<file path="src/logic/corep.sv">
// shared sizes, types and helper functions of the indirect BTB subsystem
// every IBTB file refers to these by scoped name (corep::name)
// pc layout: [1:0] lane/bank, [7:2] index hash, [17:8] tag

`default_nettype none

package corep;

    // ----------------------------------------
    // sizes
    // ----------------------------------------

    localparam int PC_BITS   = 38;
    localparam int GH_BITS   = 8;
    localparam int ASID_BITS = 9;

    // banks chosen by lane bits of the pc
    localparam int IBTB_BANKS     = 4;
    localparam int IBTB_BANK_BITS = $clog2(IBTB_BANKS);

    // sets per bank
    localparam int IBTB_SETS     = 64;
    localparam int IBTB_IDX_BITS = $clog2(IBTB_SETS);
    localparam int IBTB_TAG_BITS = 10;

    // field positions inside the pc
    localparam int IBTB_IDX_LSB = IBTB_BANK_BITS;
    localparam int IBTB_TAG_LSB = IBTB_IDX_LSB + IBTB_IDX_BITS;

    // ----------------------------------------
    // types
    // ----------------------------------------

    typedef logic [PC_BITS-1:0]        pc38_t;
    typedef logic [GH_BITS-1:0]        ibtb_gh_t;
    typedef logic [ASID_BITS-1:0]      asid_t;
    typedef logic [IBTB_BANK_BITS-1:0] ibtb_bank_t;
    typedef logic [IBTB_IDX_BITS-1:0]  ibtb_idx_t;
    typedef logic [IBTB_TAG_BITS-1:0]  ibtb_tag_t;

    // one RAM word: tag over target, 48 bits
    typedef struct packed {
        ibtb_tag_t tag;
        pc38_t     tgt;
    } ibtb_info_t;

    // ----------------------------------------
    // helpers
    // ----------------------------------------

    // lane bits pick the bank
    function automatic ibtb_bank_t bank_of(pc38_t pc38);
        bank_of = pc38[IBTB_BANK_BITS-1:0];
    endfunction

    // upper pc bits kept as tag
    function automatic ibtb_tag_t tag_of(pc38_t pc38);
        tag_of = pc38[IBTB_TAG_LSB +: IBTB_TAG_BITS];
    endfunction

    // pc[7:2] ^ low gh ^ low asid
    // lane bits excluded, they already chose the bank
    function automatic ibtb_idx_t index_hash(pc38_t pc38, ibtb_gh_t gh, asid_t asid);
        ibtb_idx_t idx;
        idx = pc38[IBTB_IDX_LSB +: IBTB_IDX_BITS];
        idx ^= gh[IBTB_IDX_BITS-1:0];
        idx ^= asid[IBTB_IDX_BITS-1:0];
        index_hash = idx;
    endfunction

endpackage

`default_nettype wire

</file>
<file path="src/logic/distram_1rport_1wport.sv">
// generic LUT-RAM style array, one read port and one write port
// read is combinational, write lands on the rising edge of CLK
// no reset on the storage, callers track validity themselves

`default_nettype none

module distram_1rport_1wport #(
    parameter int ENTRIES = 64,
    parameter int WIDTH   = 48
) (
    input  wire logic                       CLK,

    // read port
    input  wire logic [$clog2(ENTRIES)-1:0] rindex,
    output logic      [WIDTH-1:0]           rdata,

    // write port
    input  wire logic                       wen,
    input  wire logic [$clog2(ENTRIES)-1:0] windex,
    input  wire logic [WIDTH-1:0]           wdata
);

    // storage
    logic [WIDTH-1:0] mem [ENTRIES];

    // async read
    assign rdata = mem[rindex];

    // clocked write
    always_ff @(posedge CLK) begin
        if (wen) begin
            mem[windex] <= wdata;
        end
    end

endmodule

`default_nettype wire

</file>
<file path="src/logic/ibtb.sv">
// one indirect BTB bank
// hashes read and write set indexes, keeps a per-set valid vector
// and stores tag plus target in a distributed RAM
// read outputs are combinational from the live lookup inputs

`default_nettype none

module ibtb (
    input  wire logic             CLK,
    input  wire logic             rst_n,

    // arch state
    input  wire corep::asid_t     arch_asid,

    // lookup
    input  wire corep::pc38_t     read_src_pc38,
    input  wire corep::ibtb_gh_t  read_ibtb_gh,
    output corep::ibtb_info_t     read_entry,
    output logic                  read_entry_valid,

    // update, already steered to this bank
    input  wire logic             wen,
    input  wire corep::pc38_t     upd_pc38,
    input  wire corep::ibtb_gh_t  upd_gh,
    input  wire corep::pc38_t     upd_tgt_pc38
);

    // ----------------------------------------
    // index and data
    // ----------------------------------------

    corep::ibtb_idx_t  ridx;
    corep::ibtb_idx_t  widx;
    corep::ibtb_info_t wentry;

    // same asid for both ports, no asid tagging
    assign ridx = corep::index_hash(read_src_pc38, read_ibtb_gh, arch_asid);
    assign widx = corep::index_hash(upd_pc38, upd_gh, arch_asid);

    // entry written: tag of the branch pc, then its target
    always_comb begin
        wentry.tag = corep::tag_of(upd_pc38);
        wentry.tgt = upd_tgt_pc38;
    end

    // ----------------------------------------
    // valid vector
    // ----------------------------------------

    logic [corep::IBTB_SETS-1:0] valid_q;

    // only reset state of the bank
    always_ff @(posedge CLK) begin
        if (!rst_n) begin
            valid_q <= '0;
        end else if (wen) begin
            valid_q[widx] <= 1'b1;
        end
    end

    assign read_entry_valid = valid_q[ridx];

    // ----------------------------------------
    // storage
    // ----------------------------------------

    distram_1rport_1wport #(
        .ENTRIES(corep::IBTB_SETS),
        .WIDTH  ($bits(corep::ibtb_info_t))
    ) array_i (
        .CLK   (CLK),
        .rindex(ridx),
        .rdata (read_entry),
        .wen   (wen),
        .windex(widx),
        .wdata (wentry)
    );

endmodule

`default_nettype wire

</file>
<file path="config.mk">
export PLATFORM = sky130hd
export DESIGN_NAME = ibtb
export DESIGN_NICKNAME = d
export VERILOG_FILES = /design/src/logic/corep.sv /design/src/logic/distram_1rport_1wport.sv /design/src/logic/ibtb.sv
export SDC_FILE = /design/constraint.sdc
export NUM_CORES = 2
export LEC_CHECK = 0
export BUFFER_PORTS_ARGS = -buffer_cell sky130_fd_sc_hd__buf_2
export CAP_MARGIN = 10
export CORE_MARGIN = 4
export CORE_UTILIZATION = 45
export DETAILED_ROUTE_END_ITERATION = 8
export PLACE_DENSITY = 0.62
export SYNTH_ARGS = -nofsm -noshare
export SYNTH_HDL_FRONTEND = slang
export SYNTH_SLANG_ARGS = --single-unit
</file>
<file path="constraint.sdc">
create_clock -name CLK -period 4 [get_ports CLK]
set_input_delay 0.4 -clock CLK [delete_from_list [all_inputs] [get_ports CLK]]
set_output_delay 0.4 -clock CLK [all_outputs]
set_load 0.01 [all_outputs]
</file>
==> results.md <==
* WS Path Type: in -> out
* Number of global-route vias before repair at 77,100
* P_sw at 19.9 mW
* CTS tree: done
* Layout cells sized above 1 at 0.106
* RSZ-0062 raised after global routing: no
* Reg power frac at 0.477
* Core region area at 271,000 µm²
* Std cell rows at 191
* Max incr delay on CP at 0.74 ns
* Worst Setup SP: arch_asid[0]
* Vias per cell at 5.95
* Post-Syn Area at 123,000 µm²
* Area grow syn2layout at 15.4%
* Syn_nets at 9,844
* Switch share at 0.258
* CTS root buffer: clkbuf_16
* TritonCTS Buffers at 329
* Status: completed
* Ranking of synthesized cells by area: edfxtp_1, nand2_1, nand3_1
* Final worst path period share at 0.980
* Ys Warns at 0
* Slew @ Worst Pin at 1.20 ns
* Crit start category: primary input
* Comb pwr share at 0.137
* Fin Setup TNS at 0 ns
* Worst EP required at 3.60 ns
* Detailed-placement wirelength estimate at 203 mm
* Die Ht at 531 µm
* Crit path depth at 12
* R2R Path Start: valid_q[27]
* Final hold vios at 0
* Leakage at 48.2 nW
* CTS H-tree lvls at 5
* Cell variety after synth at 19
* Cell count of the worst reg-to-reg path at 1
* Die width at 531 µm
* 1st-iter DRT viols at 9,859
* Grt ovf at 0
* Pins over their slew limit at 0
* Nets at 10,100
* Crit. End Element: output port
* First-pass GRT wire length at 543 mm
* Setup Skew at 0 ns
* # port buffers at 129
* Pwr Density at 544 nW/µm²
* Maximum vdd drop at 0.000507 V
* Seq/Total Area, Yosys at 0.761
* Postcts setup bufs at 0
* Crit path buf inv count at 6
* Top-area cell type share of the netlist area at 0.751
* Clock sinks at 3,136
* Setup ws final at 0.0787 ns
* Ports at 191
* Clock power share at 0.386
* R2R Setup Slk at 3.39 ns
* Clk Latency, worst-skew pair at 0.96 ns
* Post-Place Cells at 13,200
* Worst setup path endpoint: read_entry[39]
* Pre-CTS setup slack at 0.0620 ns
* Final setup vio count at 0
* Final Critical Period at 3.92 ns
* Cell family with most CP delay: buffers and inverters
* Overall Global Routing Usage at 0.266
* Initial Utilization at 0.453
* Final wirelength at 380 mm
* # DRC at 0
* Hold_buf cts at 0
* Die ar. at 282,000 µm²
* Drt pass-1 iters at 8
* Longest Clk Path Bufs at 4
* Initial antenna violation count at 51
* Synth area leader: edfxtp_1
* Placer Congestion at 0.814
* Routed Antenna Nets at 0
* Internal power at 57.2 mW
* Hold Crit Class: in -> reg
* Crit path max-delay cell type: xnor3_4
* Syn_area_per_cell at 12.7 µm²
* Yosys reg bits at 3,136
* Wire per inst at 27.6 µm
* Worst EP arrival at 3.52 ns
* Fmax at 0.255 GHz
* Vias at 82,000
* RR Endpoint: valid_q[27]
* CP cell instances: buf_2 -> xnor3_4 -> buf_4 -> buf_12 -> buf_4 -> nand2_1 -> nand3_1 -> nand3_1 -> a41oi_1 -> or4_1 -> buf_12 -> buf_2
* Max_cap viols at 0
* Largest net degree at the start of global routing at 165
* Relative slew slack at 0.201
* Crit-path max FO at 49
* Post-CTS resize count at 0
* Synthesized netlist cell count at 9,702
* Filler-free cell count of the finished design at 13,800
* Clock transition at path regs at 0.06 ns
-- layout by cell type, fill, tap and decap left out --
| cell | n |
|---|---|
| buf_4 | 252 |
| inv_8 | 1 |
| edfxtp_1 | 3072 |
| clkinv_16 | 2 |
| nand2_4 | 4 |
| a41oi_1 | 196 |
| inv_6 | 8 |
| bufinv_16 | 34 |
| dfxtp_1 | 64 |
| diode_2 | 22 |
| xor2_4 | 1 |
| nand4_1 | 2 |
| and2_1 | 1 |
| clkbuf_8 | 2 |
| xnor2_1 | 20 |
| clkinv_4 | 2 |
| buf_2 | 129 |
| clkinv_2 | 56 |
| o21a_1 | 64 |
| xor3_4 | 1 |
| nor2_4 | 68 |
| clkbuf_1 | 58 |
| clkinv_1 | 59 |
| clkbuf_16 | 334 |
| nand2_1 | 3148 |
| clkinvlp_2 | 1 |
| nand3_1 | 2362 |
| xor2_1 | 9 |
| buf_12 | 167 |
| nor2_1 | 6 |
| clkinv_8 | 2 |
| clkinvlp_4 | 11 |
| xnor2_4 | 2 |
| or4_1 | 49 |
| xnor3_4 | 1 |
-- synthesized netlist by cell type --
master / count
xor3_1: 1
buf_2: 78
xnor2_4: 2
nand3_1: 2362
xnor3_1: 1
clkbuf_1: 480
a41oi_1: 196
and2_1: 1
dfxtp_1: 64
o21a_1: 64
xor2_1: 9
edfxtp_1: 3072
xor2_2: 1
xnor2_1: 20
or4_1: 49
buf_1: 74
nor2_1: 74
nand2_1: 3152
nand4_1: 2
-- per-stage QoR --
step	hold WS, ns	util	cell area [µm²]	power, mW
floorplan	0.441	-	123000	43.1
global placement	0.446	0.484	131000	47.9
detailed placement	0.453	0.484	131000	48.0
CTS	0.0104	0.523	142000	77.5
global route	0.0873	0.523	142000	79.8
finish	0.0712	0.523	142000	77.2
-- cells by family (layout without fill, tap and decap cells) --
family                 Yosys count  in the layout  synth area share
flip-flops                    3136           3136             0.761
buffers and inverters          632           1118            0.0201
other                            0             22                 0
XOR/XNOR                        34             34           0.00302
AO/OA/AOI/OAI                  260            260            0.0179
AND/OR/NAND/NOR               5640           5640             0.198
-- tightest hold or removal path: cells and delay by family --
family	cells	cell delay (ns)
buffers and inverters	2	0.40
AOI/OAI and AO/OA	1	0.19
-- power by group through the flow --
stage | combinational [mW] | clock [mW] | sequential (mW)
after floorplan | 5.60 | 0 | 37.5
after global routing | 11.4 | 31.6 | 36.8
final | 10.5 | 29.8 | 36.8
after detailed placement | 10.5 | 0 | 37.5
after global placement | 10.4 | 0 | 37.5
after CTS | 10.5 | 30.1 | 36.8
-- worst min-delay path by stage --
stage,from,endpoint,slack [ns],cells after the start
2_1_floorplan,valid_q[0],valid_q[0],0.44,1
3_5_place_dp,valid_q[7],valid_q[7],0.45,1
5_1_grt,rst_n,valid_q[46],0.09,3
3_3_place_gp,valid_q[56],valid_q[56],0.45,1
4_1_cts,rst_n,valid_q[45],0.01,3
6_report,rst_n,valid_q[47],0.07,3
-- sequential cells by signal, summed over array words and instances, names as in the netlist --
signal       cells
array_i.mem   3072
valid_q         64
-- cell type report --
type                            instances  area [µm²]
Clock buffer                          394        8600
Tap cell                             3570        4470
Sequential cell                      3136       93500
Antenna cell                           22        55.1
Timing Repair Buffer                  548        5880
Clock inverter                        176        1800
Fill cell                           22200      129000
Multi-Input combinational cell       5934       27400
-- per-layer routing --
metal / share of wire / vias up / track usage
met1: 0.39 / 41200 / 0.357
met3: 0.099 / 891 / 0.0533
met2: 0.47 / 4295 / 0.426
met5: 0.00035 / - / 0
met4: 0.045 / 18 / 0.111
li1: - / 35600 / -
(Power assumes the default switching activity.)
