==> config.mk <==
export PLATFORM = sky130hd
export DESIGN_NAME = ibtb_hit_select
export DESIGN_NICKNAME = d
export VERILOG_FILES = /design/src/logic/corep.sv /design/src/logic/ibtb_hit_select.sv
export SDC_FILE = /design/constraint.sdc
export NUM_CORES = 1
export LEC_CHECK = 0
export ABC_AREA = 1
export CORE_MARGIN = 4
export CORE_UTILIZATION = 46
export DETAILED_ROUTE_END_ITERATION = 8
export DONT_BUFFER_PORTS = 1
export HOLD_SLACK_MARGIN = 0.1
export SKIP_LAST_GASP = 1
export SLEW_MARGIN = 0
export SYNTH_ARGS = -nofsm -noshare
export SYNTH_HDL_FRONTEND = slang
export SYNTH_SLANG_ARGS = --single-unit
==> constraint.sdc <==
create_clock -name CLK -period 3.8 [get_ports CLK]
set_input_delay 0.57 -clock CLK [delete_from_list [all_inputs] [get_ports CLK]]
set_output_delay 0.57 -clock CLK [all_outputs]
set_load 0.01 [all_outputs]
==> src/logic/corep.sv <==
// shared sizes, types and helper functions of the indirect BTB subsystem
// every IBTB file refers to these by scoped name (corep::name)
// pc layout: [1:0] lane/bank, [7:2] index hash, [17:8] tag

`default_nettype none

package corep;

    // ----------------------------------------
    // sizes
    // ----------------------------------------

    localparam int PC_BITS   = 38;
    localparam int GH_BITS   = 8;
    localparam int ASID_BITS = 9;

    // banks chosen by lane bits of the pc
    localparam int IBTB_BANKS     = 4;
    localparam int IBTB_BANK_BITS = $clog2(IBTB_BANKS);

    // sets per bank
    localparam int IBTB_SETS     = 64;
    localparam int IBTB_IDX_BITS = $clog2(IBTB_SETS);
    localparam int IBTB_TAG_BITS = 10;

    // field positions inside the pc
    localparam int IBTB_IDX_LSB = IBTB_BANK_BITS;
    localparam int IBTB_TAG_LSB = IBTB_IDX_LSB + IBTB_IDX_BITS;

    // ----------------------------------------
    // types
    // ----------------------------------------

    typedef logic [PC_BITS-1:0]        pc38_t;
    typedef logic [GH_BITS-1:0]        ibtb_gh_t;
    typedef logic [ASID_BITS-1:0]      asid_t;
    typedef logic [IBTB_BANK_BITS-1:0] ibtb_bank_t;
    typedef logic [IBTB_IDX_BITS-1:0]  ibtb_idx_t;
    typedef logic [IBTB_TAG_BITS-1:0]  ibtb_tag_t;

    // one RAM word: tag over target, 48 bits
    typedef struct packed {
        ibtb_tag_t tag;
        pc38_t     tgt;
    } ibtb_info_t;

    // ----------------------------------------
    // helpers
    // ----------------------------------------

    // lane bits pick the bank
    function automatic ibtb_bank_t bank_of(pc38_t pc38);
        bank_of = pc38[IBTB_BANK_BITS-1:0];
    endfunction

    // upper pc bits kept as tag
    function automatic ibtb_tag_t tag_of(pc38_t pc38);
        tag_of = pc38[IBTB_TAG_LSB +: IBTB_TAG_BITS];
    endfunction

    // pc[7:2] ^ low gh ^ low asid
    // lane bits excluded, they already chose the bank
    function automatic ibtb_idx_t index_hash(pc38_t pc38, ibtb_gh_t gh, asid_t asid);
        ibtb_idx_t idx;
        idx = pc38[IBTB_IDX_LSB +: IBTB_IDX_BITS];
        idx ^= gh[IBTB_IDX_BITS-1:0];
        idx ^= asid[IBTB_IDX_BITS-1:0];
        index_hash = idx;
    endfunction

endpackage

`default_nettype wire

==> src/logic/ibtb_hit_select.sv <==
// hit selector at the read side of the IBTB banks
// captures the lookup and every bank's entry at one edge, then in the
// next cycle picks the addressed bank, compares tags, drives hit/target
// one lookup per cycle, latency one

`default_nettype none

module ibtb_hit_select (
    input  wire logic                                         CLK,
    input  wire logic                                         rst_n,

    // lookup
    input  wire logic                                         read_valid,
    input  wire corep::pc38_t                                 read_src_pc38,

    // all banks, combinational from the arrays
    input  wire corep::ibtb_info_t [corep::IBTB_BANKS-1:0]    bank_entry,
    input  wire logic [corep::IBTB_BANKS-1:0]                 bank_entry_valid,

    // result
    output logic                                              read_out_valid,
    output logic                                              read_hit,
    output corep::pc38_t                                      read_tgt_pc38
);

    // ----------------------------------------
    // lookup stage
    // ----------------------------------------

    logic                                        valid_q;
    logic [corep::IBTB_BANKS-1:0]                entry_valid_q;
    corep::ibtb_bank_t                           bank_q;
    corep::ibtb_tag_t                            tag_q;
    corep::ibtb_info_t [corep::IBTB_BANKS-1:0]   entry_q;

    // control, cleared by reset
    always_ff @(posedge CLK) begin
        if (!rst_n) begin
            valid_q       <= 1'b0;
            entry_valid_q <= '0;
        end else begin
            valid_q       <= read_valid;
            entry_valid_q <= bank_entry_valid;
        end
    end

    // payload
    always_ff @(posedge CLK) begin
        bank_q  <= corep::bank_of(read_src_pc38);
        tag_q   <= corep::tag_of(read_src_pc38);
        entry_q <= bank_entry;
    end

    // ----------------------------------------
    // select and compare
    // ----------------------------------------

    corep::ibtb_info_t sel_entry;
    logic              tag_match;

    // bank picked by registered lane bits
    assign sel_entry = entry_q[bank_q];
    assign tag_match = (sel_entry.tag == tag_q);

    assign read_out_valid = valid_q;
    assign read_hit       = valid_q & entry_valid_q[bank_q] & tag_match;
    // target meaningless on a miss
    assign read_tgt_pc38  = sel_entry.tgt;

endmodule

`default_nettype wire

==> results of run 1 <==
cells by family after synthesis:
family,count (synthesis)
and+or+nand+nor,194
buffers and inverters,43
DFF,209
AOI/OAI and AO/OA,116
through the flow:
| step | utilization [%] | cells | instance area [um2] |
|---|---|---|---|
| 2_1_floorplan | - | 562 | 5886 |
| 3_3_place_gp | 47.13 | 705 | 5923 |
| 3_5_place_dp | 47.13 | 705 | 5923 |
==> run_results.csv, run 1 <==
group,metric,value,unit
run_status,outcome,"did not finish",
run_status,lastStage,"clock tree synthesis (4_1_cts)",
run_status,tool.error,"[ERROR RSZ-0060] Max buffer count reached.",
synth,synth_top_area_share,71.09,%
synth,synth-compound-area-share,10.67,%
clock_network,ctsResizeCount,0,
placement,gp_congestion,0.7304,
synth,synth_commonest_cells,"209 x dfxtp_1, 80 x nor2_1, 78 x nand2_1",
clock_network,numCtsBuffers,20,
synth,synth_ff_type,"dfxtp_1",
synth,synth_area,5886,um2
synth,synth-simple-area-share,13.99,%
synth,synth_fa_ha_area_share,0,%
placement,portBuffers,0,
floorplanning,rows,41,
synth,syn_inst,562,
floorplanning,ios,277,
synth,synth-async-reset-ratio,0,%
synth,synth_area_leader_cell,"dfxtp_1",
synth,synth_edf_count,0,
clock_network,clock-root-buffer,"clkbuf_16",
synth,synth_area_leaders,"dfxtp_1 71%, o21ai_0 6.4%, nor2_1 5.1%, nand2_1 5.0%, o22ai_1 4.0%",
clock_network,cts_num_sinks,209,
synth,syn_nets,799,
clock_network,hold_buffers,149,
synth,synth_top_family_by_area,"simple AND/OR/NAND/NOR gates",
clock_network,postCtsSetupBuffers,0,
synth,syn_area_per_cell,10.47,um2
synth,synth-seq-cells,209,
synth,muxShareOfSynthArea,0,%
synth,ys_seq_area_share,71.09,%
floorplanning,chipWidth,121.1,um
clock_network,clockBufferDepth,3,
placement,place_hpwl,8724,um
synth,synth_xor_area_share,0,%
floorplanning,start_util,46.83,%
synth,yosys_warnings,0,
synth,synth.most_common_cell,"dfxtp_1",
placement,place_ws,1.276,ns
floorplanning,dieHeight,121.1,um
synth,ys_types,21,
clock_network,h-tree-depth,1,
==> run 2: changes to the inputs <==
--- a/config.mk
+++ b/config.mk
@@ -7,10 +7,10 @@
 export LEC_CHECK = 0
 export ABC_AREA = 1
 export CORE_MARGIN = 4
-export CORE_UTILIZATION = 46
+export CORE_UTILIZATION = 31
 export DETAILED_ROUTE_END_ITERATION = 8
 export DONT_BUFFER_PORTS = 1
-export HOLD_SLACK_MARGIN = 0.1
+export PLACE_DENSITY_LB_ADDON = 0.15
 export SKIP_LAST_GASP = 1
 export SLEW_MARGIN = 0
 export SYNTH_ARGS = -nofsm -noshare
==> run_results.csv, run 2 <==
group,metric,value,unit
final_layout,layout.nets,795,
min_path,min_delay_path_depth,0,
final_layout,final_cell_mix,"207 x dfxtp_1, 80 x nor2_1, 78 x nand2_1",
floorplanning,start_util,31.46,%
sta,fin_crit_sh,81.41,%
synth,synth_ff_type,"dfxtp_1",
global_routing,grt_max_degree,99,
synth,syn_nets,799,
job,cap_violations,0,
final_layout,nFillCells,1882,
synth,synth-seq-cells,209,
run_status,outcome,"complete, no violations",
synth,synth_area_leaders,"dfxtp_1 71%, o21ai_0 6.4%, nor2_1 5.1%, nand2_1 5.0%, o22ai_1 4.0%",
worst_setup_path,setup.worst_path.start_class,"register",
final_layout,final_cells,807,
placement,gp_congestion,0.7692,
route,post_drt_wl_per_cell,18.31,um
final_layout,register_area,4189,um2
route,met3WireLength,1315,um
clock_network,hold_buffers,0,
final_layout,drive_gt1_share,8.757,%
sta,worst_pin_slew,0.5799,ns
worst_setup_path,critPathRequiredTime,3.23,ns
clock_network,cts_num_sinks,209,
synth,yosys_warnings,0,
synth,synth_area,5886,um2
synth,syn_area_per_cell,10.47,um2
sta,finalHoldViolCount,0,
synth,ys_types,21,
placement,place_inst,768,
sta,setup_slack,0.7064,ns
route,via_per_inst,4.607,
route,drc,0,
global_routing,grt_use_total,13.43,%
synth,synth_commonest_cells,"209 x dfxtp_1, 80 x nor2_1, 78 x nand2_1",
clock_network,numCtsBuffers,22,
route,first_pass_iters,4,
sta,rsz0062_at_grt,"false",
synth,syn_inst,562,
clock_network,clkTransAtPathRegs,0.06,ns
synth,synth.most_common_cell,"dfxtp_1",
synth,synth_area_leader_cell,"dfxtp_1",
power_and_ir_drop,vdd_drop_max,0.5420,mV
sta,fmaxAchievable,323.3,MHz
floorplanning,die_area,21250,um2
power_and_ir_drop,power_density,685.1,nW/um2
synth,synth_top_area_share,71.09,%
route,vias,3718,
final_layout,top_regs,"entry_q x192, tag_q x10, entry_valid_q x4",
global_routing,antenna_found_initial,7,
placement,portBuffers,0,
route,drt_iter0_drc,97,
final_layout,regMostFlops,"entry_q",
floorplanning,chipWidth,145.8,um
synth,synth_edf_count,0,
global_routing,grt.overflow.total,0,
clock_network,clockBufferDepth,3,
worst_setup_path,crit_path_max_fanout,98,
sta,report.final.slew_viol_count,0,
global_routing,grt_pass1_wl,22630,um
worst_setup_path,arrival,2.52,ns
clock_network,ctsResizeCount,0,
floorplanning,dieHeight,145.8,um
clock_network,h-tree-depth,1,
sta,relSlewSlack,61.34,%
floorplanning,ios,277,
floorplanning,core_region_area,18710,um2
route,met2_length,7059,um
floorplanning,rows,50,
placement,place_ws,1.166,ns
route,dr.max_layer_used,"met5",
final_layout,largest_reg_flops,192,
placement,place_hpwl,9827,um
power_and_ir_drop,leakagePower,0.002786,uW
sta,setup_viol,0,
global_routing,grt_pass1_vias,3877,
synth,ys_seq_area_share,71.09,%
final_layout,mostFrequentLayoutCell,"dfxtp_1",
synth,synth-async-reset-ratio,0,%
clock_network,postCtsSetupBuffers,0,
min_path,hold_path_class,"primary input to register",
final_layout,multi_input_area,1451,um2
final_layout,area_delta_synth_final,14.20,%
final_layout,final_core_util,35.93,%
sta,finalSetupTns,0,ns
sta,final.min_clock_period,3.094,ns
route,met1Wirelength,5865,um
route,postRouteAntennaNets,0,
route,wl,14780,um
clock_network,clock-root-buffer,"clkbuf_16",
worst_setup_path,path_class,"register to primary output",
clock_network,cts_tree,"built",
worst_setup_path,endpoint_kind,"primary output",
-- run 2: cell counts after synthesis --
No cell type changed its count.
-- run 2: layout make-up --
cell class              count  area share [%]
multi-input cells         310           21.59
clock inverters             4          0.6701
well taps                 234           4.356
inverters                  12          0.7818
clock buffers              33           9.866
diodes                      2         0.07446
repair buffers              3          0.3351
flip-flops and latches    209           62.32
-- run 2: per-stage QoR --
| stage | hold slack, ns | area (um2) | power, uW |
|---|---|---|---|
| after global routing | 0.06374 | 6721 | 4826 |
| after global placement | 0.5978 | 6008 | 2598 |
| final | 0.09434 | 6721 | 4605 |
| after CTS | 0.06288 | 6716 | 4693 |
| after detailed placement | 0.5978 | 6008 | 2604 |
| after floorplan | 0.5977 | 5886 | 2556 |
-- run 2: final timing paths --
kind	start	endpoint	slack, ns
setup / recovery	bank_q[0]	read_hit	0.71
hold / removal	bank_entry[150]	entry_q[150]	0.09
-- run 2: layer usage --
| metal | vias up | track usage, % |
|---|---|---|
| met5 | - | 0 |
| met1 | 1659 | 15.30 |
| met3 | 35 | 6.384 |
| met4 | 10 | 4.843 |
| met2 | 170 | 22.05 |
| li1 | 1844 | - |
-- run 2: where the power goes --
group          leakage (uW)  total, uW  internal, uW  switching (uW)
Combinational      0.000671        197          60.9             136
Clock              0.000351       2050          1260             791
Sequential          0.00176       2350          2310            43.0
-- run 2: cell families after synthesis --
group	share of synthesized area [%]
AOI/OAI and AO/OA	10.67
DFF	71.09
buffers and inverters	4.251
and+or+nand+nor	13.99
-- run 2: critical path, cell delays in order (launching register included) --
cell	delay, ns
dfxtp_4	0.68
inv_8	0.33
nand2_1	0.14
nand3_1	0.09
nand3b_1	0.12
nand2_1	0.06
nor2_1	0.13
nand2_1	0.08
nor3_2	0.27
Power figures use the tool's default switching activity.
==> run 3: changes to the inputs <==
==> constraint.sdc (replaced) <==
create_clock -name CLK -period 2.85 [get_ports CLK]
set_input_delay 0.4275 -clock CLK [delete_from_list [all_inputs] [get_ports CLK]]
set_output_delay 0.4275 -clock CLK [all_outputs]
set_load 0.01 [all_outputs]
==> run_results.csv, run 3 <==
group,metric,value,unit
run_status,outcome,"did not finish",
run_status,lastStage,"clock tree synthesis (4_1_cts)",
run_status,tool.error,"[ERROR RSZ-0060] Max buffer count reached.",
synth,yosys_warnings,0,
synth,synth_ff_type,"dfxtp_1",
clock_network,clockBufferDepth,3,
placement,gp_congestion,0.7705,
synth,syn_inst,562,
floorplanning,rows,50,
floorplanning,start_util,31.46,%
synth,synth_area_leaders,"dfxtp_1 71%, o21ai_0 6.4%, nor2_1 5.1%, nand2_1 5.0%, o22ai_1 4.0%",
synth,synth.most_common_cell,"dfxtp_1",
synth,synth_area,5886,um2
synth,ys_seq_area_share,71.09,%
synth,synth_edf_count,0,
placement,place_hpwl,9677,um
clock_network,hold_buffers,163,
synth,synth_top_area_share,71.09,%
clock_network,clock-root-buffer,"clkbuf_16",
clock_network,h-tree-depth,1,
synth,synth-seq-cells,209,
clock_network,cts_num_sinks,209,
floorplanning,dieHeight,145.8,um
clock_network,postCtsSetupBuffers,0,
placement,portBuffers,0,
synth,synth-async-reset-ratio,0,%
floorplanning,ios,277,
clock_network,numCtsBuffers,22,
synth,synth_commonest_cells,"209 x dfxtp_1, 80 x nor2_1, 78 x nand2_1",
clock_network,ctsResizeCount,0,
synth,syn_area_per_cell,10.47,um2
floorplanning,chipWidth,145.8,um
synth,synth_area_leader_cell,"dfxtp_1",
synth,syn_nets,799,
synth,ys_types,21,
## run 3: per-stage QoR
| stage | utilization (%) | area [um2] | hold WS (ns) | setup WS, ns | instances |
|---|---|---|---|---|---|
| after floorplan | - | 5886 | 0.4552 | 1.228 | 562 |
| after global placement | 32.20 | 6023 | 0.4553 | 0.5918 | 770 |
| after detailed placement | 32.20 | 6023 | 0.4553 | 0.5987 | 770 |
## run 3: cells by family after synthesis
family / synth area share (%)
DFF: 71.09
buffers and inverters: 4.251
and+or+nand+nor: 13.99
AOI/OAI and AO/OA: 10.67
