File: src/logic/corep.sv
// shared sizes, types and helper functions of the indirect BTB subsystem
// every IBTB file refers to these by scoped name (corep::name)
// pc layout: [1:0] lane/bank, [7:2] index hash, [17:8] tag

`default_nettype none

package corep;

    // ----------------------------------------
    // sizes
    // ----------------------------------------

    localparam int PC_BITS   = 38;
    localparam int GH_BITS   = 8;
    localparam int ASID_BITS = 9;

    // banks chosen by lane bits of the pc
    localparam int IBTB_BANKS     = 4;
    localparam int IBTB_BANK_BITS = $clog2(IBTB_BANKS);

    // sets per bank
    localparam int IBTB_SETS     = 64;
    localparam int IBTB_IDX_BITS = $clog2(IBTB_SETS);
    localparam int IBTB_TAG_BITS = 10;

    // field positions inside the pc
    localparam int IBTB_IDX_LSB = IBTB_BANK_BITS;
    localparam int IBTB_TAG_LSB = IBTB_IDX_LSB + IBTB_IDX_BITS;

    // ----------------------------------------
    // types
    // ----------------------------------------

    typedef logic [PC_BITS-1:0]        pc38_t;
    typedef logic [GH_BITS-1:0]        ibtb_gh_t;
    typedef logic [ASID_BITS-1:0]      asid_t;
    typedef logic [IBTB_BANK_BITS-1:0] ibtb_bank_t;
    typedef logic [IBTB_IDX_BITS-1:0]  ibtb_idx_t;
    typedef logic [IBTB_TAG_BITS-1:0]  ibtb_tag_t;

    // one RAM word: tag over target, 48 bits
    typedef struct packed {
        ibtb_tag_t tag;
        pc38_t     tgt;
    } ibtb_info_t;

    // ----------------------------------------
    // helpers
    // ----------------------------------------

    // lane bits pick the bank
    function automatic ibtb_bank_t bank_of(pc38_t pc38);
        bank_of = pc38[IBTB_BANK_BITS-1:0];
    endfunction

    // upper pc bits kept as tag
    function automatic ibtb_tag_t tag_of(pc38_t pc38);
        tag_of = pc38[IBTB_TAG_LSB +: IBTB_TAG_BITS];
    endfunction

    // pc[7:2] ^ low gh ^ low asid
    // lane bits excluded, they already chose the bank
    function automatic ibtb_idx_t index_hash(pc38_t pc38, ibtb_gh_t gh, asid_t asid);
        ibtb_idx_t idx;
        idx = pc38[IBTB_IDX_LSB +: IBTB_IDX_BITS];
        idx ^= gh[IBTB_IDX_BITS-1:0];
        idx ^= asid[IBTB_IDX_BITS-1:0];
        index_hash = idx;
    endfunction

endpackage

`default_nettype wire

File: src/logic/ibtb_update_router.sv
// update router for the IBTB banks
// registers a resolved indirect branch for one cycle, then raises the
// write strobe of the bank picked by the lane bits of its pc
// payload goes out on a bus shared by all banks

`default_nettype none

module ibtb_update_router (
    input  wire logic                          CLK,
    input  wire logic                          rst_n,

    // resolved branch from execute
    input  wire logic                          update_valid,
    input  wire corep::pc38_t                  update_src_pc38,
    input  wire corep::ibtb_gh_t               update_ibtb_gh,
    input  wire corep::pc38_t                  update_tgt_pc38,

    // to banks
    output logic [corep::IBTB_BANKS-1:0]       bank_wen,
    output corep::pc38_t                       upd_pc38,
    output corep::ibtb_gh_t                    upd_gh,
    output corep::pc38_t                       upd_tgt_pc38
);

    // ----------------------------------------
    // bank decode
    // ----------------------------------------

    logic [corep::IBTB_BANKS-1:0] wen_d;

    // one-hot from lane bits, empty when no update
    always_comb begin
        wen_d = '0;
        if (update_valid) begin
            wen_d[corep::bank_of(update_src_pc38)] = 1'b1;
        end
    end

    // ----------------------------------------
    // pipeline stage
    // ----------------------------------------

    // strobe register, cleared by reset
    always_ff @(posedge CLK) begin
        if (!rst_n) begin
            bank_wen <= '0;
        end else begin
            bank_wen <= wen_d;
        end
    end

    // payload, qualified by bank_wen
    always_ff @(posedge CLK) begin
        upd_pc38     <= update_src_pc38;
        upd_gh       <= update_ibtb_gh;
        upd_tgt_pc38 <= update_tgt_pc38;
    end

endmodule

`default_nettype wire

File: config.mk
export PLATFORM = sky130hd
export DESIGN_NAME = ibtb_update_router
export DESIGN_NICKNAME = d
export VERILOG_FILES = /design/src/logic/corep.sv /design/src/logic/ibtb_update_router.sv
export SDC_FILE = /design/constraint.sdc
export NUM_CORES = 1
export LEC_CHECK = 0
export BUFFER_PORTS_ARGS = -buffer_cell sky130_fd_sc_hd__buf_2
export CAP_MARGIN = 20
export CORE_UTILIZATION = 36
export CTS_BUF_LIST = sky130_fd_sc_hd__clkbuf_8
export CTS_CLUSTER_DIAMETER = 100
export DETAILED_ROUTE_END_ITERATION = 10
export PLACE_DENSITY = 0.8
export SLEW_MARGIN = 30
export SYNTH_ARGS = -nofsm -noshare
export SYNTH_HDL_FRONTEND = slang
export SYNTH_SLANG_ARGS = --single-unit
File: constraint.sdc
create_clock -name CLK -period 0.8 [get_ports CLK]
set_input_delay 0.24 -clock CLK [delete_from_list [all_inputs] [get_ports CLK]]
set_output_delay 0.24 -clock CLK [all_outputs]
set_load 0.05 [all_outputs]
==> flow_metrics.tcl, run 1 <==
set metrics [dict create \
    synthMuxAreaShare 0 \
    syn-cell-area_um2 1807 \
    syn_nets 179 \
    cts.repair.resized 221 \
    pin_count 175 \
    portBuffers 174 \
    outcome "aborted with a tool error" \
    firstError "[ERROR DPL-0033] detailed placement checks failed during check placement." \
    synth_cell_types 4 \
    fp.dieW_um 72.84 \
    yosys-top-cells-area "dfxtp_1 98%, and4b_2 1.2%, and4bb_2 0.69%" \
    cts_setup_buffers 0 \
    root_buffer "clkbuf_8" \
    synthFlopType "dfxtp_1" \
    ys_seq_area_frac 0.9751 \
    synth-simple-area-share 0.02493 \
    synth_compound_gate_area_share 0 \
    async_flop_share 0 \
    cts_made_buffers 9 \
    hpwlAfterDp_um 3727 \
    synth_top_family_by_area "simple AND/OR/NAND/NOR gates" \
    synthAdderAreaFrac 0 \
    synth_top_area_share 0.9751 \
    yosysWarnings 0 \
    synth_xor_area_frac 0 \
    yosysMostFrequentCell "dfxtp_1" \
    finalWeightedCongestion 0.7681 \
    netlist_instances 92 \
    ys_ff_latch 88 \
    stop_stage "clock tree synthesis (4_1_cts)" \
    synth_edf_count 0 \
    cts.sinks 88 \
    cts_hold_buf 82 \
    start_util 0.3775 \
    cts.path.max_buffers 2 \
    yosysTopAreaCell "dfxtp_1" \
    synthTopCellsByCount "88 x dfxtp_1, 2 x and4b_2, 1 x and4_2, 1 x and4bb_2" \
    num_rows 25 \
    die-height_um 72.84 \
    avgSynthCellArea_um2 19.64 \
    cts_max_level 3 \
]
stage by stage:
| stage | std cells | util | setup slack (ns) | area [um2] |
|---|---|---|---|---|
| after global placement | 333 | 0.6000 | 0.003838 | 2872 |
| after detailed placement | 333 | 0.6000 | 0.0002682 | 2872 |
| after floorplan | 92 | - | 0.1056 | 1917 |
logic make-up after synthesis:
logic type,Yosys count
flip-flops,88
AND/OR/NAND/NOR,4
==> run 2: changes to the inputs <==
Settings changed: CORE_UTILIZATION 36 to 34, CTS_BUF_LIST sky130_fd_sc_hd__clkbuf_8 to default, CTS_CLUSTER_DIAMETER 100 to default, PLACE_DENSITY 0.8 to default, PLACE_DENSITY_LB_ADDON from default to 0.15.
==> flow_metrics.tcl, run 2 <==
set metrics [dict create \
    pin_count 175 \
    drtIter0Drc 57 \
    synthTopCellsByCount "88 x dfxtp_1, 2 x and4b_2, 1 x and4_2, 1 x and4bb_2" \
    final_common_cell "dfxtp_2" \
    num_antenna_cells 0 \
    crit_type "flop to primary output" \
    cp_data_arrival_time_ns 0.87 \
    timing.fmax_mhz 900.7 \
    path_clk_slew_ns 0.09 \
    worst_pin_slew_ns 0.1166 \
    via_count 1792 \
    netlist_instances 92 \
    viasPerCell 4.207 \
    grt_max_degree 14 \
    hold_viol_final 0 \
    hpwlAfterDp_um 3029 \
    synth_top_family_by_area "simple AND/OR/NAND/NOR gates" \
    synth_xor_area_frac 0 \
    ant_nets 0 \
    design_area_um2 4674 \
    yosysTopAreaCell "dfxtp_1" \
    utilization 0.9152 \
    synthMuxAreaShare 0 \
    yosysWarnings 0 \
    synthFlopType "dfxtp_1" \
    synth_top_area_share 0.9751 \
    antenna_found_initial 0 \
    min_period_ns 1.110 \
    yosys-top-cells-area "dfxtp_1 98%, and4b_2 1.2%, and4bb_2 0.69%" \
    slowest_stage "dfxtp_2" \
    min_path_cells 1 \
    layout.cells.non_filler 426 \
    power.density_nw_per_um2 2180 \
    cts_tree "yes" \
    overflow 0 \
    finalWeightedCongestion 0.7106 \
    synth_compound_gate_area_share 0 \
    grt_usage 0.2410 \
    setup_ws_ns -0.3103 \
    tns_ns -23.96 \
    cts.path.max_buffers 2 \
    first_pass_iters 5 \
    worst_setup_path_start_kind "flop" \
    cp_top_family "flip-flops" \
    violations "setup timing" \
    outcome "finished, violations left" \
    critical_path_required_ns 0.56 \
    nets 439 \
    timing.critical_path.cells "buf_8" \
    top_layer_used "met4" \
    synth-simple-area-share 0.02493 \
    cts.sinks 88 \
    synth_cell_types 4 \
    n_fill_cell 185 \
    totalWireLength_um 8304 \
    synth_edf_count 0 \
    cp-end-kind "primary output" \
    cts_max_level 3 \
    avgSynthCellArea_um2 19.64 \
    portBuffers 174 \
    setup_viol 88 \
    root_buffer "clkbuf_8" \
    start_util 0.3537 \
    holdWs_ns 0.002178 \
    num_rows 26 \
    wl_met2_um 4713 \
    dieArea_um2 5609 \
    synthAdderAreaFrac 0 \
    syn-cell-area_um2 1807 \
    grt_pass1_vias 1854 \
    worst-path-max-fanout 1 \
    place_area_um2 2875 \
    wl_met1_um 2535 \
    holdCritStartpoint "update_src_pc38[4]" \
    dp.cells 336 \
    hold_end "upd_pc38[4]" \
    vdd_drop_max_mv 1.557 \
    area_growth_pct 158.7 \
    yosysMostFrequentCell "dfxtp_1" \
    drc 0 \
    wl_met3_um 824 \
    hold_path.class "input port to flop" \
    syn_nets 179 \
    finalCritPeriodShare 1.388 \
    top_regs "upd_pc38: 38 flops, upd_tgt_pc38: 38 flops, upd_gh: 8 flops" \
    cp_slowest_stage_delay_ns 0.37 \
    layout_common_cells "88 x dfxtp_2, 86 x buf_2, 79 x buf_8" \
    crit_buf_inv 1 \
    relSlewSlack 0.9224 \
    rsz0062_at_grt "true" \
    ys_seq_area_frac 0.9751 \
    core_area_um2 5107 \
    async_flop_share 0 \
    cts_made_buffers 9 \
    ys_ff_latch 88 \
    grt_pass1_wl_um 9197 \
    final_max_slew_viol_count 0 \
    final_layout_size_suffix_gt1_frac 0.7837 \
    wl_per_cell_um 19.49 \
    drv_cap 0 \
    total_leakage_power_nw 2.156 \
    die-height_um 74.90 \
    fp.dieW_um 74.90 \
]
-- run 2: logic make-up (layout without fill, tap and decap cells) --
family	Yosys count	count (layout)
buffers and inverters	0	264
DFF	88	88
and+or+nand+nor	4	4
-- run 2: worst max path at each step --
| stage | startpoint | end | slack, ns | cells past startpoint |
|---|---|---|---|---|
| floorplan | bank_wen[0] | bank_wen[0] | 0.11 | 0 |
| global placement | upd_tgt_pc38[30] | upd_tgt_pc38[30] | 0.01 | 1 |
| detailed placement | upd_gh[3] | upd_gh[3] | 0.006 | 1 |
| CTS | upd_gh[3] | upd_gh[3] | -0.28 | 1 |
| global route | upd_gh[3] | upd_gh[3] | -0.33 | 1 |
| finish | upd_gh[3] | upd_gh[3] | -0.31 | 1 |
-- run 2: through the flow --
stage / power, mW / worst slack [ns]
floorplan: 5.651 / 0.1056
global placement: 6.048 / 0.01123
detailed placement: 6.060 / 0.006349
CTS: 9.867 / -0.2805
global route: 10.46 / -0.3317
finish: 10.19 / -0.3103
-- run 2: area by class of cell --
class                      count  area [um2]  share of cell area
clock buffer                  11       131.4             0.02810
clock inverter                 4       70.07             0.01499
multi-input combinational      4       45.04            0.009636
sequential                    88        1872              0.4004
tap                           70       87.58             0.01874
timing repair buffer         249        2469              0.5281
-- run 2: per-layer routing --
layer,vias up,global-route usage
met3,19,0.1004
met5,-,0
met2,133,0.4715
met4,0,0.1090
met1,833,0.2101
li1,807,-
-- run 2: what timing repair did --
action | 4_1_cts | 5_1_grt
hold buffers | 75 | 0
hold endpoints to repair | 75 | 0
gates resized for setup | 218 | 37
setup endpoints to repair | 88 | 88
buffers inserted | 0 | 0
-- run 2: power by group --
part | leakage, nW | total (mW) | switching, mW | internal (mW)
logic | 1.31 | 2.05 | 1.07 | 0.973
clock network | 0.103 | 3.32 | 1.58 | 1.74
registers | 0.744 | 4.83 | 0.167 | 4.66
Power figures use the tool's default switching activity.
==> run 3: changes to the inputs <==
Settings changed: PLACE_DENSITY from default to 0.76, PLACE_DENSITY_LB_ADDON 0.15 to default.
==> flow_metrics.tcl, run 3 (synthesis results as in run 2) <==
set metrics [dict create \
    intPower_mw 7.041 \
    utilization 0.9255 \
    outcome "finished, violations left" \
    grt_pass1_vias 2099 \
    critical_path_required_ns 0.56 \
    grt_usage 0.2933 \
    cp_slowest_stage_delay_ns 0.37 \
    p_clk_frac 0.294 \
    root_buffer "clkbuf_8" \
    place_area_um2 2875 \
    timing.critical_path.cells "buf_8" \
    final_common_cell "dfxtp_2" \
    top_regs "upd_pc38: 38 flops, upd_tgt_pc38: 38 flops, upd_gh: 8 flops" \
    grt_max_degree 14 \
    crit_buf_inv 1 \
    dieArea_um2 5609 \
    setup_viol 88 \
    cts.path.max_buffers 2 \
    cts_max_level 3 \
    layout.cells.non_filler 435 \
    min_path_cells 1 \
    path_clk_slew_ns 0.09 \
    holdCritStartpoint "update_src_pc38[1]" \
    final_layout_size_suffix_gt1_frac 0.7692 \
    tns_ns -22.87 \
    drc 0 \
    cp_data_arrival_time_ns 0.87 \
    totalWireLength_um 8852 \
    hpwlAfterDp_um 3175 \
    violations "setup timing" \
    start_util 0.3537 \
    hold_end "upd_pc38[1]" \
    cp.depth 1 \
    cts_made_buffers 9 \
    hold_viol_final 0 \
    p_seq_frac 0.492 \
    rsz0062_at_grt "true" \
    pin_count 175 \
    via_count 1863 \
    die-height_um 74.90 \
    overflow 0 \
    p_sw_mw 2.778 \
    viasPerCell 4.283 \
    cp_top_family "flip-flops" \
    worst_pin_slew_ns 0.1379 \
    multi_input_area_um2 45.04 \
    regArea_um2 1872 \
    worst_setup_path_start_kind "flop" \
    finalWeightedCongestion 0.6661 \
    portBuffers 174 \
    n_fill_cell 165 \
    slowest_stage "dfxtp_2" \
    timing.fmax_mhz 904.1 \
    switching_share 0.2829 \
    cts_tree "yes" \
    core_area_um2 5107 \
    total_leakage_power_nw 2.174 \
    relSlewSlack 0.9078 \
    wl_per_cell_um 20.35 \
    pre_cts_slack_ns 0.0001743 \
    layout_common_cells "88 x dfxtp_2, 86 x buf_2, 82 x dlygate4sd3_1" \
    cts.sinks 88 \
    first_pass_iters 4 \
    p_total_mw 9.820 \
    grt_pass1_wl_um 11140 \
    p_comb_frac 0.214 \
    setup_ws_ns -0.3061 \
    worst-path-max-fanout 1 \
    hold_path.class "input port to flop" \
    vdd_drop_max_mv 2.627 \
    holdWs_ns 0.06117 \
    min_period_ns 1.106 \
    drv_cap 0 \
    dp.cells 336 \
    area_growth_pct 161.6 \
    drtIter0Drc 28 \
    crit_type "flop to primary output" \
    nets 446 \
    cp-end-kind "primary output" \
    design_area_um2 4727 \
    finalCritPeriodShare 1.383 \
    antenna_found_initial 1 \
    final_max_slew_viol_count 0 \
    ant_nets 0 \
    num_rows 26 \
    fp.dieW_um 74.90 \
    power.density_nw_per_um2 2077 \
]
## run 3: changes by cell type in the layout (fill, tap and decap cells not counted)
cell,delta
dlygate4sd3_1,+7
clkinvlp_4,+1
buf_6,+1
clkinv_2,-1
clkbuf_8,+3
bufinv_16,-2
diode_2,+1
buf_8,-1
## run 3: worst max-delay path by stage
stage	end	slack [ns]	startpoint
final	upd_tgt_pc38[10]	-0.31	upd_tgt_pc38[10]
after global routing	upd_tgt_pc38[10]	-0.32	upd_tgt_pc38[10]
after CTS	upd_gh[6]	-0.29	upd_gh[6]
after detailed placement	upd_gh[6]	0.0002	upd_gh[6]
after global placement	upd_pc38[8]	0.004	upd_pc38[8]
after floorplan	bank_wen[0]	0.11	bank_wen[0]
## run 3: final cells by class
| class | instances | share of cell area |
|---|---|---|
| well taps | 70 | 0.01853 |
| diodes | 1 | 0.0005294 |
| multi-input cells | 4 | 0.009529 |
| repair buffers | 256 | 0.5363 |
| flip-flops and latches | 88 | 0.3960 |
| clock inverters | 2 | 0.002647 |
| clock buffers | 14 | 0.03653 |
## run 3: metal layers
layer,GRT usage,vias up,part of all wire
met5,0,-,0
li1,-,823,-
met3,0.1406,38,0.11
met2,0.5265,136,0.49
met4,0.1258,0,0.053
met1,0.2869,866,0.34
## run 3: what timing repair did
| action | in CTS | in global routing |
|---|---|---|
| buffers inserted | 0 | 0 |
| endpoints found under the hold margin | 82 | 0 |
| pin swaps | 0 | 0 |
| endpoints found under the setup margin | 88 | 88 |
| gates resized for setup | 218 | 36 |
| hold buffers | 82 | 0 |
## run 3: power by group through the flow
stage	Sequential (mW)	Clock [mW]	Combinational [mW]
6_report	4.83	2.89	2.10
4_1_cts	4.78	2.86	1.93
3_3_place_gp	4.79	0	1.25
3_5_place_dp	4.80	0	1.26
2_1_floorplan	5.64	0	0.00677
5_1_grt	4.85	3.15	2.16
